<file path="src/core_mem_settings.svh">
`ifndef CORE_MEM_SETTINGS_SVH
`define CORE_MEM_SETTINGS_SVH

// byte address width of the core and of the ram port
`define CORE_ADDR_W 16

// ram size in bytes, covers the whole address space
`define RAM_BYTES 65536

// instruction queue slots
// also the number of fetch credits after reset or redirect
`define IQ_DEPTH 4

`endif

</file>
<file path="src/mem_types_pkg.sv">
`default_nettype none

`include "core_mem_settings.svh"

package mem_types_pkg;

    // byte address, big-endian words sit on 4-byte boundaries
    typedef logic [`CORE_ADDR_W-1:0] addr_t;

    // one ram location
    typedef logic [7:0] byte_t;

    // instruction or data word, byte at the word address in [31:24]
    typedef logic [31:0] word_t;

    // fetch credits, 0 up to and including IQ_DEPTH
    typedef logic [$clog2(`IQ_DEPTH + 1)-1:0] credit_t;

    // controller states
    // sequencing inside a state is done by a byte counter
    typedef enum logic [1:0] {
        IDLE,   // arbitrating, data first
        FETCH,  // four byte reads then push to queue
        LOAD,   // four byte reads then data done
        STORE   // four byte writes then data done
    } mc_state_e;

endpackage

`default_nettype wire

</file>
<file path="src/core_if_pkg.sv">
`default_nettype none

package core_if_pkg;

    import mem_types_pkg::*;

    // fetch unit to controller
    typedef struct packed {
        logic  valid;  // credit available
        addr_t addr;   // pc of the word to fetch
    } fetch_req_t;

    // controller to queue, queue to decode
    typedef struct packed {
        logic  valid;
        addr_t pc;     // address the word came from
        word_t inst;
    } inst_pkt_t;

    // core load/store port, held until data done
    typedef struct packed {
        logic  valid;
        logic  wr;     // 1 store, 0 load
        addr_t addr;   // word aligned
        word_t wdata;  // store only
    } data_req_t;

endpackage

`default_nettype wire

</file>
<file path="src/mem_control.sv">
`default_nettype none
`timescale 1ns/100ps

module mem_control (
    input  wire                          clk,
    input  wire                          reset_i,
    input  wire                          redirect_i,
    // fetch side
    input  wire core_if_pkg::fetch_req_t fetch_req_i,
    output logic                         fetch_ack_o,
    // data side, request held until done
    input  wire core_if_pkg::data_req_t  data_req_i,
    output logic                         data_done_o,
    output mem_types_pkg::word_t         rdata_o,
    // byte ram port
    output mem_types_pkg::addr_t         ram_addr_o,
    output logic                         ram_wr_o,
    output mem_types_pkg::byte_t         ram_wdata_o,
    input  wire mem_types_pkg::byte_t    ram_rdata_i,
    // to instruction queue
    output core_if_pkg::inst_pkt_t       iq_push_o
);

    import mem_types_pkg::*;
    import core_if_pkg::*;

    mc_state_e  state_q;
    logic [2:0] cnt_q;    // cycle of the access, accept cycle is 0
    addr_t      base_q;   // word address of the access
    word_t      word_q;   // read bytes shift in low, store bytes shift out high
    word_t      rdata_q;  // last load result

    logic  idle;
    logic  take_data;     // data wins when both ask
    logic  take_fetch;
    logic  last_step;     // final cycle of a busy state
    word_t word_in;       // word with the byte arriving now

    always_comb begin
        idle       = (state_q == IDLE);
        take_data  = idle && data_req_i.valid;
        // no fetch from the old pc while a redirect is on the wire
        take_fetch = idle && !data_req_i.valid && fetch_req_i.valid && !redirect_i;
        // store done in cycle 4, fetch and load run to cycle 5
        last_step  = (state_q == STORE) ? (cnt_q == 3'd4) : (cnt_q == 3'd5);
        word_in    = {word_q[23:0], ram_rdata_i};  // high byte first
    end

    assign fetch_ack_o = take_fetch;

    // byte 0 goes out in the accept cycle straight from the request
    always_comb begin
        if (idle) begin
            ram_addr_o = data_req_i.valid ? data_req_i.addr : fetch_req_i.addr;
        end else begin
            ram_addr_o = base_q + addr_t'(cnt_q);  // base+1 .. base+3, later reads unused
        end
    end

    // store writes in cycles 0..3
    assign ram_wr_o    = (take_data && data_req_i.wr) || (state_q == STORE && cnt_q <= 3'd3);
    assign ram_wdata_o = idle ? data_req_i.wdata[31:24] : word_q[31:24];

    // load done one cycle after the fourth byte is captured
    assign data_done_o = (state_q == LOAD && cnt_q == 3'd5) ||
                         (state_q == STORE && cnt_q == 3'd4);
    assign rdata_o     = rdata_q;

    // push as the fourth byte arrives, lands in the queue at the edge
    always_comb begin
        iq_push_o.valid = (state_q == FETCH) && (cnt_q == 3'd4) && !redirect_i;
        iq_push_o.pc    = base_q;
        iq_push_o.inst  = word_in;
    end

    always_ff @(posedge clk) begin
        if (reset_i) begin
            state_q <= IDLE;
            cnt_q   <= '0;
        end else if (idle) begin
            cnt_q <= 3'd1;  // first busy cycle
            if (take_data) begin
                state_q <= data_req_i.wr ? STORE : LOAD;
            end else if (take_fetch) begin
                state_q <= FETCH;
            end
        end else if ((state_q == FETCH && redirect_i) || last_step) begin
            // abandoned fetch reads are harmless, nothing pushed
            state_q <= IDLE;
        end else begin
            cnt_q <= cnt_q + 3'd1;
        end
    end

    always_ff @(posedge clk) begin
        if (take_data || take_fetch) begin
            base_q <= ram_addr_o;
            word_q <= {data_req_i.wdata[23:0], 8'h00};  // bytes 1..3 of a store
        end else if (state_q == STORE) begin
            word_q <= {word_q[23:0], 8'h00};
        end else if (!idle && cnt_q <= 3'd4) begin
            word_q <= word_in;  // capture cycles 1..4
        end
        if (state_q == LOAD && cnt_q == 3'd4) begin
            rdata_q <= word_in;  // kept until the next load
        end
    end

    // every write is followed by more store cycles, never by idle
    a_wr_in_store: assert property (@(posedge clk) disable iff (reset_i)
        ram_wr_o |=> (state_q == STORE));

    // load result comes five cycles after accept
    a_load_done: assert property (@(posedge clk) disable iff (reset_i)
        (take_data && !data_req_i.wr) |-> ##5 data_done_o);

endmodule

`default_nettype wire

</file>
<file path="config.mk">
export PLATFORM = sky130hd
export DESIGN_NAME = mem_control
export DESIGN_NICKNAME = d
export VERILOG_FILES = /design/src/mem_types_pkg.sv /design/src/core_if_pkg.sv /design/src/mem_control.sv
export VERILOG_INCLUDE_DIRS = /design/src
export SDC_FILE = /design/constraint.sdc
export NUM_CORES = 1
export LEC_CHECK = 0
export BUFFER_PORTS_ARGS = -buffer_cell sky130_fd_sc_hd__buf_2
export CORE_ASPECT_RATIO = 0.8
export CORE_MARGIN = 2
export CORE_UTILIZATION = 45
export DETAILED_ROUTE_END_ITERATION = 12
export HOLD_SLACK_MARGIN = 0.15
export PLACE_DENSITY_LB_ADDON = 0.1
export SYNTH_ARGS = -nofsm -noshare
export SYNTH_HDL_FRONTEND = slang
export SYNTH_SLANG_ARGS = --single-unit
</file>
<file path="constraint.sdc">
create_clock -name clk -period 4.58 [get_ports clk]
set_clock_uncertainty 0.1 [all_clocks]
set_input_delay 1.145 -clock clk [delete_from_list [all_inputs] [get_ports clk]]
set_output_delay 1.145 -clock clk [all_outputs]
set_load 0.1 [all_outputs]
</file>
# ---- Word-level counts from Yosys, hierarchy flattened
# Index checks and enable logic that the tools add are counted.
dict set report classes {
  addsub 2
  magnitude_cmp 2
  n_eq_ne 7
  muxes 14
  n_reduce_logical 26
}
# operator n
set op_table {}
lappend op_table {{32-bit two-way mux} 3}
lappend op_table {{16-bit two-way mux} 2}
lappend op_table {{16-bit by 3-bit adder with 16-bit output} 1}
lappend op_table {{1-bit logical AND} 13}
lappend op_table {{2-bit two-way mux} 4}
lappend op_table {{8-bit two-way mux} 1}
lappend op_table {{3-bit == test (second input constant)} 2}
lappend op_table {{2-bit == test (second input constant)} 2}
lappend op_table {{1-bit logical OR} 4}
lappend op_table {{1-bit two-way mux} 4}
lappend op_table {{2-bit OR reduction} 2}
lappend op_table {{3-bit by 1-bit adder with 3-bit output (second input constant)} 1}
lappend op_table {{3-bit by 2-bit less-or-equal comparator with 1-bit output (second input constant)} 1}
lappend op_table {{3-bit less-or-equal comparator (second input constant)} 1}
lappend op_table {{1-bit zero test} 3}
lappend op_table {{3-bit by 1-bit inequality test with 1-bit output (second input constant)} 1}
lappend op_table {{3-bit nonzero test} 1}
lappend op_table {{2-bit by 1-bit == test with 1-bit output (second input constant)} 1}
lappend op_table {{2-bit zero test} 1}
lappend op_table {{2-bit inequality test (second input constant)} 1}
lappend op_table {{2-bit AND reduction} 1}
lappend op_table {{2-bit nonzero test} 1}
dict set report totals {
  register_bits 85
  output_inout_bits 108
}

# ---- Longest topological paths before layout
# Gate-level depths: netlist (run 1).
dict set report logic_depth {
  word_depth 7
  depth_mapped 8
}

# ---- Worst setup path after synthesis (run 1)
# Ideal clock, no wire load.
dict set report synth_path {
  kind {input to output}
  startpoint {in redirect_i}
  endpoint {out iq_push_o[48] (netlist bit)}
  arrival_ps 4019
  t_required_ps 3335
  setup_slack_ps -684
  cell_stages 1
  n_path_buf 0
  path_cell_list {nor4_1}
}
dict set report synth_via {
  elab_chain_cells 2
}
# item line
set synth_rtl {}
lappend synth_rtl {{from (decl)} mem_control.sv:7} ;# input wire redirect_i,
lappend synth_rtl {{1-bit zero test} mem_control.sv:71} ;# iq_push_o.valid = (state_q == FETCH) && (cnt_q == 3'd4) && !redirect_i;
lappend synth_rtl {{1-bit logical AND} mem_control.sv:71}
lappend synth_rtl {{to (decl)} mem_control.sv:21} ;# output core_if_pkg::inst_pkt_t iq_push_o
# Every way passes these cells.

# ---- Worst setup path in the final report (run 1)
dict set report layout_path {
  startpoint {reg base_q[0]}
  endpoint {out ram_addr_o[14]}
}
dict set report layout_via {
  elab_chain_cells 2
}
# item line
set layout_rtl {}
lappend layout_rtl {{from (decl)} mem_control.sv:29} ;# addr_t base_q;
lappend layout_rtl {{from (signal assigned)} mem_control.sv:97} ;# base_q <= ram_addr_o;
lappend layout_rtl {{16-bit by 3-bit adder with 16-bit output} mem_control.sv:56} ;# ram_addr_o = base_q + addr_t'(cnt_q);
lappend layout_rtl {{16-bit two-way mux} mem_control.sv:53} ;# if (idle) begin
lappend layout_rtl {{to (decl)} mem_control.sv:16} ;# output mem_types_pkg::addr_t ram_addr_o,
# Every way passes these cells.

==> results of run 1 <==
[path summary, 6_finish.rpt]
| path | start | to | slack (ns) |
|---|---|---|---|
| max | base_q[0] | ram_addr_o[14] | 0.51 |
| min | word_q[23] | rdata_o[31] | 0.37 |
| max reg2reg | state_q[1] | word_q[10] | 1.87 |
| min reg2reg | word_q[23] | rdata_o[31] | 0.37 |
[placed cells by master (no fill, tap or decap), types with 2 or more instances in the layout]
master       n
buf_2      185
nand2_1     86
edfxtp_1    72
a21oi_1     36
nor2_1      17
a211oi_1    15
nor2b_1     14
mux2i_1     13
dfxtp_1     13
inv_1       10
clkbuf_16   10
xnor2_1      8
a21oi_2      8
o21ai_0      7
ha_1         7
buf_4        6
a31oi_2      4
or3_1        4
nand3_1      3
and4_1       2
nand2b_1     2
a31oi_1      2
inv_4        2
clkbuf_1     2
[logic make-up (layout without fill, tap and decap cells)]
logic type | after synthesis | in the layout | synth area share, %
and+or+nand+nor | 139 | 139 | 15.2
DFF | 85 | 85 | 57.4
AOI/OAI and AO/OA | 80 | 80 | 11.2
buffers and inverters | 59 | 218 | 8.60
muxes | 13 | 13 | 3.09
xor gates and xnor gates | 9 | 9 | 1.87
adders and majority gates | 8 | 8 | 2.55
[cells in the mapped netlist, types with 2 or more instances]
master	n	area share [%]
a211oi_1	15	2.7
a21oi_1	44	5.2
a31oi_1	6	0.89
and4_1	2	0.42
buf_2	5	0.59
buf_4	36	6.4
clkbuf_1	6	0.53
dfxtp_1	13	6.2
edfxtp_1	72	51
ha_1	7	2.1
inv_1	10	0.89
mux2i_1	13	3.1
nand2_1	86	7.7
nand2b_1	2	0.30
nand3_1	3	0.36
nor2_1	17	1.5
nor2b_1	14	2.1
nor3_1	2	0.24
nor4_1	2	0.30
o21ai_0	8	0.95
or3_1	4	0.59
xnor2_1	8	1.7
[registers in the layout, summed over array words and instances, names as in the netlist]
signal and count:
cnt_q 3, base_q 16, word_q 32, state_q 2, rdata_o 32
[critical path: stages (launching register included)]
cell and delay [ns]:
edfxtp_1 0.38, ha_1 0.24, fa_1 0.40, a21oi_1 0.42, nor3_1 0.17, a21bo_2 0.23
a31oi_2 0.18, buf_2 0.46
[power by group]
part | total [mW] | switching [mW] | internal (mW) | leakage [nW]
combinational | 1.37 | 1.16 | 0.215 | 1.39
clock | 0.706 | 0.302 | 0.404 | 0.139
sequential | 1.07 | 0.0883 | 0.983 | 0.805
[stage by stage]
stage / instance area, sq um / std cells
after CTS: 5360 / 667
final: 5360 / 667
after global routing: 5360 / 667
after global placement: 5080 / 651
after floorplan: 4280 / 393
after detailed placement: 5080 / 651
[layer usage]
metal	vias up	global-route usage, %	part of all wire (%)
li1	1677	-	-
met1	1619	28.3	44
met2	146	33.2	46
met3	20	6.24	7.8
met4	0	7.52	2.2
met5	-	0	0
[layout make-up]
cell class	count	area, sq um
Clock buffer	12	258
Clock inverter	4	28.8
Multi-Input combinational cell	249	1500
Sequential cell	85	2420
Fill cell	809	3710
Tap cell	115	144
Inverter	11	41.3
Timing Repair Buffer	191	971
==> metrics.txt, run 1 <==
final core utilization 59.1%; dominant synthesized flop cell edfxtp_1; CP endpoint kind primary output; drt first pass iters 6; Final Power 3.15 mW; DRC 0; PortBufs ~190; Worst setup SP type register; Final ANT Viol Nets 0; initial drt markers between 150 and 200; Synth Cell Area about 0.0042 sq mm; Final Critical Period 4.07 ns; sequential fraction of the synthesis area 57.4%; Crit Path Class register to primary output; first-pass GRT wire length 17000 um; share of post-route cells with drive strength above 1 around two fifths; GRT Resource Usage Total 21.2%; Max-Cap Viols 0; actual slew at the worst max-slew pin about 0.94 ns; nets 633; Ant. Diodes 0; pre-CTS setup slack 0.845 ns; routed vias 3462; Die H 90.6 um; Initial Utilization about 46%; Post-synth EDFFs 72; Core Region 0.00908 sq mm; Leakage roughly 2.3 nW; Worst-Skew Late Latency 0.34 ns; Worst Hold Class register to register; Pwr Density approximately 590 mW/mm^2; post-CTS setup buffer count 0; number of global-route vias before repair roughly 3300; share of flip-flops with an asynchronous set or reset 0%; clock buffer depth 2; GP Congestion 0.832; Layout area overhead 27.2%; CTS Buf Count 9; Root Driver clkbuf_16; Avg Cell Area, Syn roughly 11 sq um; WHS 0.370 ns; f_max between 200 and 250 MHz; hold buffer count at cts 0; total congestion overflow 0; initial antenna violation count 0; unrepaired setup endpoints after global routing no; hold path cells 0; FF-to-FF path depth 7; post-CTS sizing 0; final setup fails 0; Die ar. between 0.01 and 0.015 sq mm; CP required between 3 and 4 ns; final critical-path share of the clock period 88.9%; Max IR drop VDD 0.000415 V; num rows 31; pin count of the biggest net entering global routing 41; Unique masters post-synth 40; CTS tree built; Final Hold Fails 0; HPWL Detailed 7630 um; chip width roughly 110 um; max_slew headroom 37.4%; post-synthesis register bit count 85; Synth warnings 0; Reg clk slew, reported paths 0.06 ns; WL/cell 15.9 um; Via density 5.19; total negative slack 0 ns; fin. max-slew vios 0; deepest level of the CTS H-tree 3; Syn Nets 479; Crit Path Max Fanout 5; fin worst setup slack 0.507 ns; boundary pin count 186; crit path DAT 2.83 ns; outcome completed; total wire length 10600 um; CTS sink cnt 85; post-synthesis instance total 393
(Power assumes the default switching activity.)
==> run 2, diff against run 1 <==
CORE_ASPECT_RATIO = 0.9   (was 0.8)
CORE_UTILIZATION = 49   (was 45)
CTS_BUF_LIST = sky130_fd_sc_hd__clkbuf_4 sky130_fd_sc_hd__clkbuf_8   (was not set)
==> run 2 against run 1 <==
  * Fmax down 1.9%
  * Final cell count up 0.75%
  * Wire length down 4.2%
  * Sequential share of layout area up 0.66 points
  * Final area down 1.4%
  * Die area down 7.9%
  * Combinational power about the same
  * Critical path depth unchanged
  * Count of clock-buffer cells in the layout down 2
  * Global-route usage up 0.088 points
  * Register-to-register slack about the same
  * Non-clock buffer count unchanged
==> metrics.txt, run 2 (synthesized netlist as in run 1, its figures left out) <==
hold buffer count at cts 0 (unchanged); f_max 241 MHz (-1.9%); outcome completed; max_slew headroom 30.0% (-7.5 points); CTS tree built; Max-Cap Viols 0 (unchanged); most frequent cells in the layout 185 x buf_2, 86 x nand2_1, 72 x edfxtp_1, 36 x a21oi_1, 17 x nor2_1; Reg2Reg Capture Point word_q[25]; Max IR drop VDD 0.000293 V (-29%); Final Hold Fails 0 (unchanged); final setup fails 0 (unchanged); CP required 3.34 ns (about the same); num rows 32 (+3.2%); CP endpoint kind primary output; Crit Path Max Fanout 5 (unchanged); drt first pass iters 5 (-1); clock buffer depth 2 (unchanged); unrepaired setup endpoints after global routing no; Root Driver clkbuf_8; Crit Path Class register to primary output; routed vias 3390 (-2.1%); total wire length 10200 um (-4.2%); pin count of the biggest net entering global routing 41 (unchanged); r2r setup slk 1.86 ns (about the same); Worst setup SP type register; Layout area overhead 25.3%; initial drt markers 122 (-29%); DRC 0 (unchanged); fin. max-slew vios 0 (unchanged); deepest level of the CTS H-tree 3 (unchanged); Worst path top cell family by delay compound AO/OA/AOI/OAI gates; Hold Path Sink rdata_o[31]; Leakage 2.29 nW (-2.0%); WL/cell 15.1 um (-4.9%); number of global-route vias before repair 3193 (-4.1%); HPWL Detailed 7670 um (+0.51%); Die ar. 0.00937 sq mm (-7.9%); initial antenna violation count 1 (+1); boundary pin count 186 (unchanged); Worst-Skew Late Latency 0.34 ns (about the same); fin worst setup slack 0.429 ns (-0.0781 ns); FF-to-FF path depth 6 (-1); post-CTS setup buffer count 0 (unchanged); PortBufs 185 (unchanged); WP buf/inv 1 (unchanged); Via density 5.04 (-2.8%); hold path cells 0 (unchanged); crit path DAT 2.91 ns (+0.08 ns); Critical R2R Launch state_q[1]; Initial Utilization 49.9% (+3.5 points); total negative slack 0 ns (unchanged); Hold Crit Start word_q[23]; Final ANT Viol Nets 0 (unchanged); total congestion overflow 0 (unchanged); GRT Resource Usage Total 21.3% (+0.088 points); commonest non-fill, non-tap cell in the layout buf_2; pre-CTS setup slack 0.720 ns (-0.125 ns); actual slew at the worst max-slew pin 1.05 ns (+0.111 ns); Reg clk slew, reported paths 0.09 ns (+0.03 ns); CTS Buf Count 9 (unchanged); first-pass GRT wire length 15400 um (-9.4%); Crit-path slowest cell buf_2; share of post-route cells with drive strength above 1 41.1% (+0.36 points); Pwr Density 561 mW/mm^2 (-4.4%); CTS sink cnt 85 (unchanged); Crit path largest cell delay 0.46 ns (about the same); Worst Hold Class register to register; post-CTS sizing 0 (unchanged); GP Congestion 0.817 (-1.8%); final critical-path share of the clock period 90.6% (+1.7 points); Final Power 2.97 mW (-5.8%); nets 633 (unchanged); Final Critical Period 4.15 ns (+0.0781 ns); chip width 102 um (-9.3%); Core Region 0.00845 sq mm (-6.9%); Cell Chain, Critical Path ha_1 > fa_1 > a21oi_1 > nor3_1 > a21bo_2 > a31oi_2 > buf_2; Die H 92.0 um (+1.6%)
run 2: changes by cell type in the layout (fill, tap and decap cells not counted), moves of 2 or more:
cell / before / now
clkbuf_16: 10 / 0
clkbuf_8: 0 / 9
clkbuf_1: 2 / 0
clkinvlp_4: 1 / 3
inv_4: 2 / 0
run 2: worst max path at each step:
stage                    from              to  cells after the start
3_5_place_dp   data_req_i[49]      word_q[14]                      6
6_report            base_q[0]  ram_addr_o[14]                      7
3_3_place_gp   data_req_i[49]      word_q[14]                      6
2_1_floorplan       base_q[0]   ram_addr_o[2]                      5
4_1_cts             base_q[0]  ram_addr_o[14]                      7
5_1_grt             base_q[0]  ram_addr_o[14]                      7
run 2: layout make-up:
class,count,area (sq um)
Antenna cell,1,2.50
Clock buffer,10,131
Clock inverter,6,70.1
Fill cell,725,3160
Inverter,11,41.3
Multi-Input combinational cell,249,1500
Sequential cell,85,2420
Tap cell,119,149
Timing Repair Buffer,191,971
run 2: per-layer routing:
layer	track usage (%)	routed length, um	share of wire, %	vias to the layer above
li1	-	-	-	1671
met1	27.8	4270	42	1584
met2	35.5	5000	49	126
met3	5.87	763	7.5	9
met4	4.62	128	1.3	0
met5	0	0	0	-
run 2: through the flow:
stage	cells	hold slack, ns	instance area (sq um)	utilization, %
floorplan	393	0.344	4280	-
global placement	655	0.362	5080	60.2
detailed placement	655	0.373	5080	60.2
CTS	671	0.395	5280	62.5
global route	672	0.419	5290	62.6
finish	672	0.388	5290	62.6
run 2: power breakdown:
group	switching, mW	leakage [nW]	internal [mW]
logic	1.15	1.39	0.215
registers	0.0886	0.805	0.982
clock network	0.266	0.0930	0.262
==> run 3, diff against run 2 <==
MAX_ROUTING_LAYER = met4   (was not set)
==> run 3 against run 2 <==
  * Final cell count unchanged
  * Final area unchanged
  * Die area unchanged
  * Highest routed layer unchanged
  * Power about the same
  * Core utilization stayed put
  * Flip-flop and latch count did not move
  * Critical path type unchanged
  * Combinational power about the same
==> metrics.txt, run 3 (synthesized netlist as in run 1, its figures left out) <==
GRT Resource Usage Total 21.9% (+0.58 points); num rows 32 (unchanged); PortBufs 185 (unchanged); share of post-route cells with drive strength above 1 41.1% (unchanged); fin. max-slew vios 0 (unchanged); CP required 3.34 ns (about the same); total wire length 10200 um (+0.14%); Max-Cap Viols 0 (unchanged); initial drt markers 129 (+5.7%); crit path DAT 2.91 ns (about the same); post-CTS setup buffer count 0 (unchanged); Crit Path Max Fanout 5 (unchanged); CTS Buf Count 9 (unchanged); boundary pin count 186 (unchanged); Sequential Area 0.00242 sq mm (unchanged); actual slew at the worst max-slew pin 1.05 ns (-0.00188 ns); routed vias 3420 (+0.88%); CP endpoint kind primary output; hold buffer count at cts 0 (unchanged); final critical-path share of the clock period 90.7% (about the same); WL/cell 15.1 um (+0.14%); CTS sink cnt 85 (unchanged); M1 WL 4350 um (+1.7%); final setup fails 0 (unchanged); post-CTS sizing 0 (unchanged); most frequent cells in the layout 185 x buf_2, 86 x nand2_1, 72 x edfxtp_1, 36 x a21oi_1, 17 x nor2_1; max_slew headroom 30.1% (+0.13 points); multi-input logic area 0.00150 sq mm (unchanged); drt first pass iters 4 (-1); Final ANT Viol Nets 0 (unchanged); total congestion overflow 0 (unchanged); fill count 725 (unchanged); chip width 102 um (unchanged); unrepaired setup endpoints after global routing no; number of global-route vias before repair 3192 (-0.031%); Worst setup SP type register; total negative slack 0 ns (unchanged); Pwr Density 561 mW/mm^2 (about the same); metal2 WL 4980 um (-0.38%); Max Used Layer met4; pin count of the biggest net entering global routing 41 (unchanged); clock buffer depth 2 (unchanged); CTS tree built; deepest level of the CTS H-tree 3 (unchanged); Worst Hold Class register to register; Initial Utilization 49.9% (unchanged); Die ar. 0.00937 sq mm (unchanged); Final Critical Period 4.15 ns (+0.00151 ns); first-pass GRT wire length 15400 um (about the same); Leakage 2.29 nW (unchanged); Max IR drop VDD 0.000293 V (about the same); nets 633 (unchanged); HPWL Detailed 7670 um (unchanged); WL met3 723 um (-5.2%); GP Congestion 0.829 (+1.5%); cell area after layout 0.00529 sq mm (unchanged); DRC 0 (unchanged); Crit Path Class register to primary output; f_max 241 MHz (about the same); Final Hold Fails 0 (unchanged); Core Region 0.00845 sq mm (unchanged); Die H 92.0 um (unchanged); Layout area overhead 25.3% (unchanged); placed cell area 0.00508 sq mm (unchanged); Final Power 2.97 mW (about the same); Worst-Skew Late Latency 0.35 ns (about the same); Via density 5.09 (+0.88%); initial antenna violation count 1 (unchanged); commonest non-fill, non-tap cell in the layout buf_2; Reg clk slew, reported paths 0.09 ns (about the same); Root Driver clkbuf_8; outcome completed
## run 3: cell counts in the layout (fill, tap and decap cells not counted)
Identical to the previous run, type by type.
## run 3: area by class of cell
type	instances	area share, %
flip-flops and latches	85	45.8
multi-input cells	249	28.4
repair buffers	191	18.4
well taps	119	2.82
clock buffers	10	2.49
clock inverters	6	1.33
inverters	11	0.781
diodes	1	0.0473
## run 3: worst max-delay path, stage by stage (launching register included)
cell	delay, ns
edfxtp_1	0.40
ha_1	0.24
fa_1	0.41
a21oi_1	0.43
nor3_1	0.19
a21bo_2	0.24
a31oi_2	0.19
buf_2	0.46
## run 3: worst paths after layout
kind,to,slack [ns],depth (start not counted),from
worst min register to register,rdata_o[31],0.40,0,word_q[23]
worst max-delay path,ram_addr_o[14],0.43,7,base_q[0]
worst min-delay path,rdata_o[31],0.40,0,word_q[23]
worst max register to register,word_q[25],1.86,6,state_q[1]
## run 3: through the flow
step / hold WS [ns] / util (%) / worst slack (ns) / std cells
2_1_floorplan: 0.344 / - / 0.0762 / 393
3_3_place_gp: 0.362 / 60.2 / 0.770 / 655
3_5_place_dp: 0.373 / 60.2 / 0.720 / 655
4_1_cts: 0.395 / 62.5 / 0.419 / 671
5_1_grt: 0.419 / 62.6 / 0.303 / 672
6_report: 0.399 / 62.6 / 0.428 / 672
## run 3: power breakdown
group          switching [mW]  leakage [nW]  total (mW)  internal [mW]
Combinational            1.15          1.39        1.37          0.215
Clock                   0.266        0.0930       0.528          0.262
Sequential             0.0885         0.805        1.07          0.982
## run 3: routing by layer
| layer | track usage (%) | vias to the layer above |
|---|---|---|
| li1 | - | 1670 |
| met1 | 28.2 | 1601 |
| met2 | 35.6 | 138 |
| met3 | 5.03 | 11 |
| met4 | 4.62 | 0 |
| met5 | - | - |
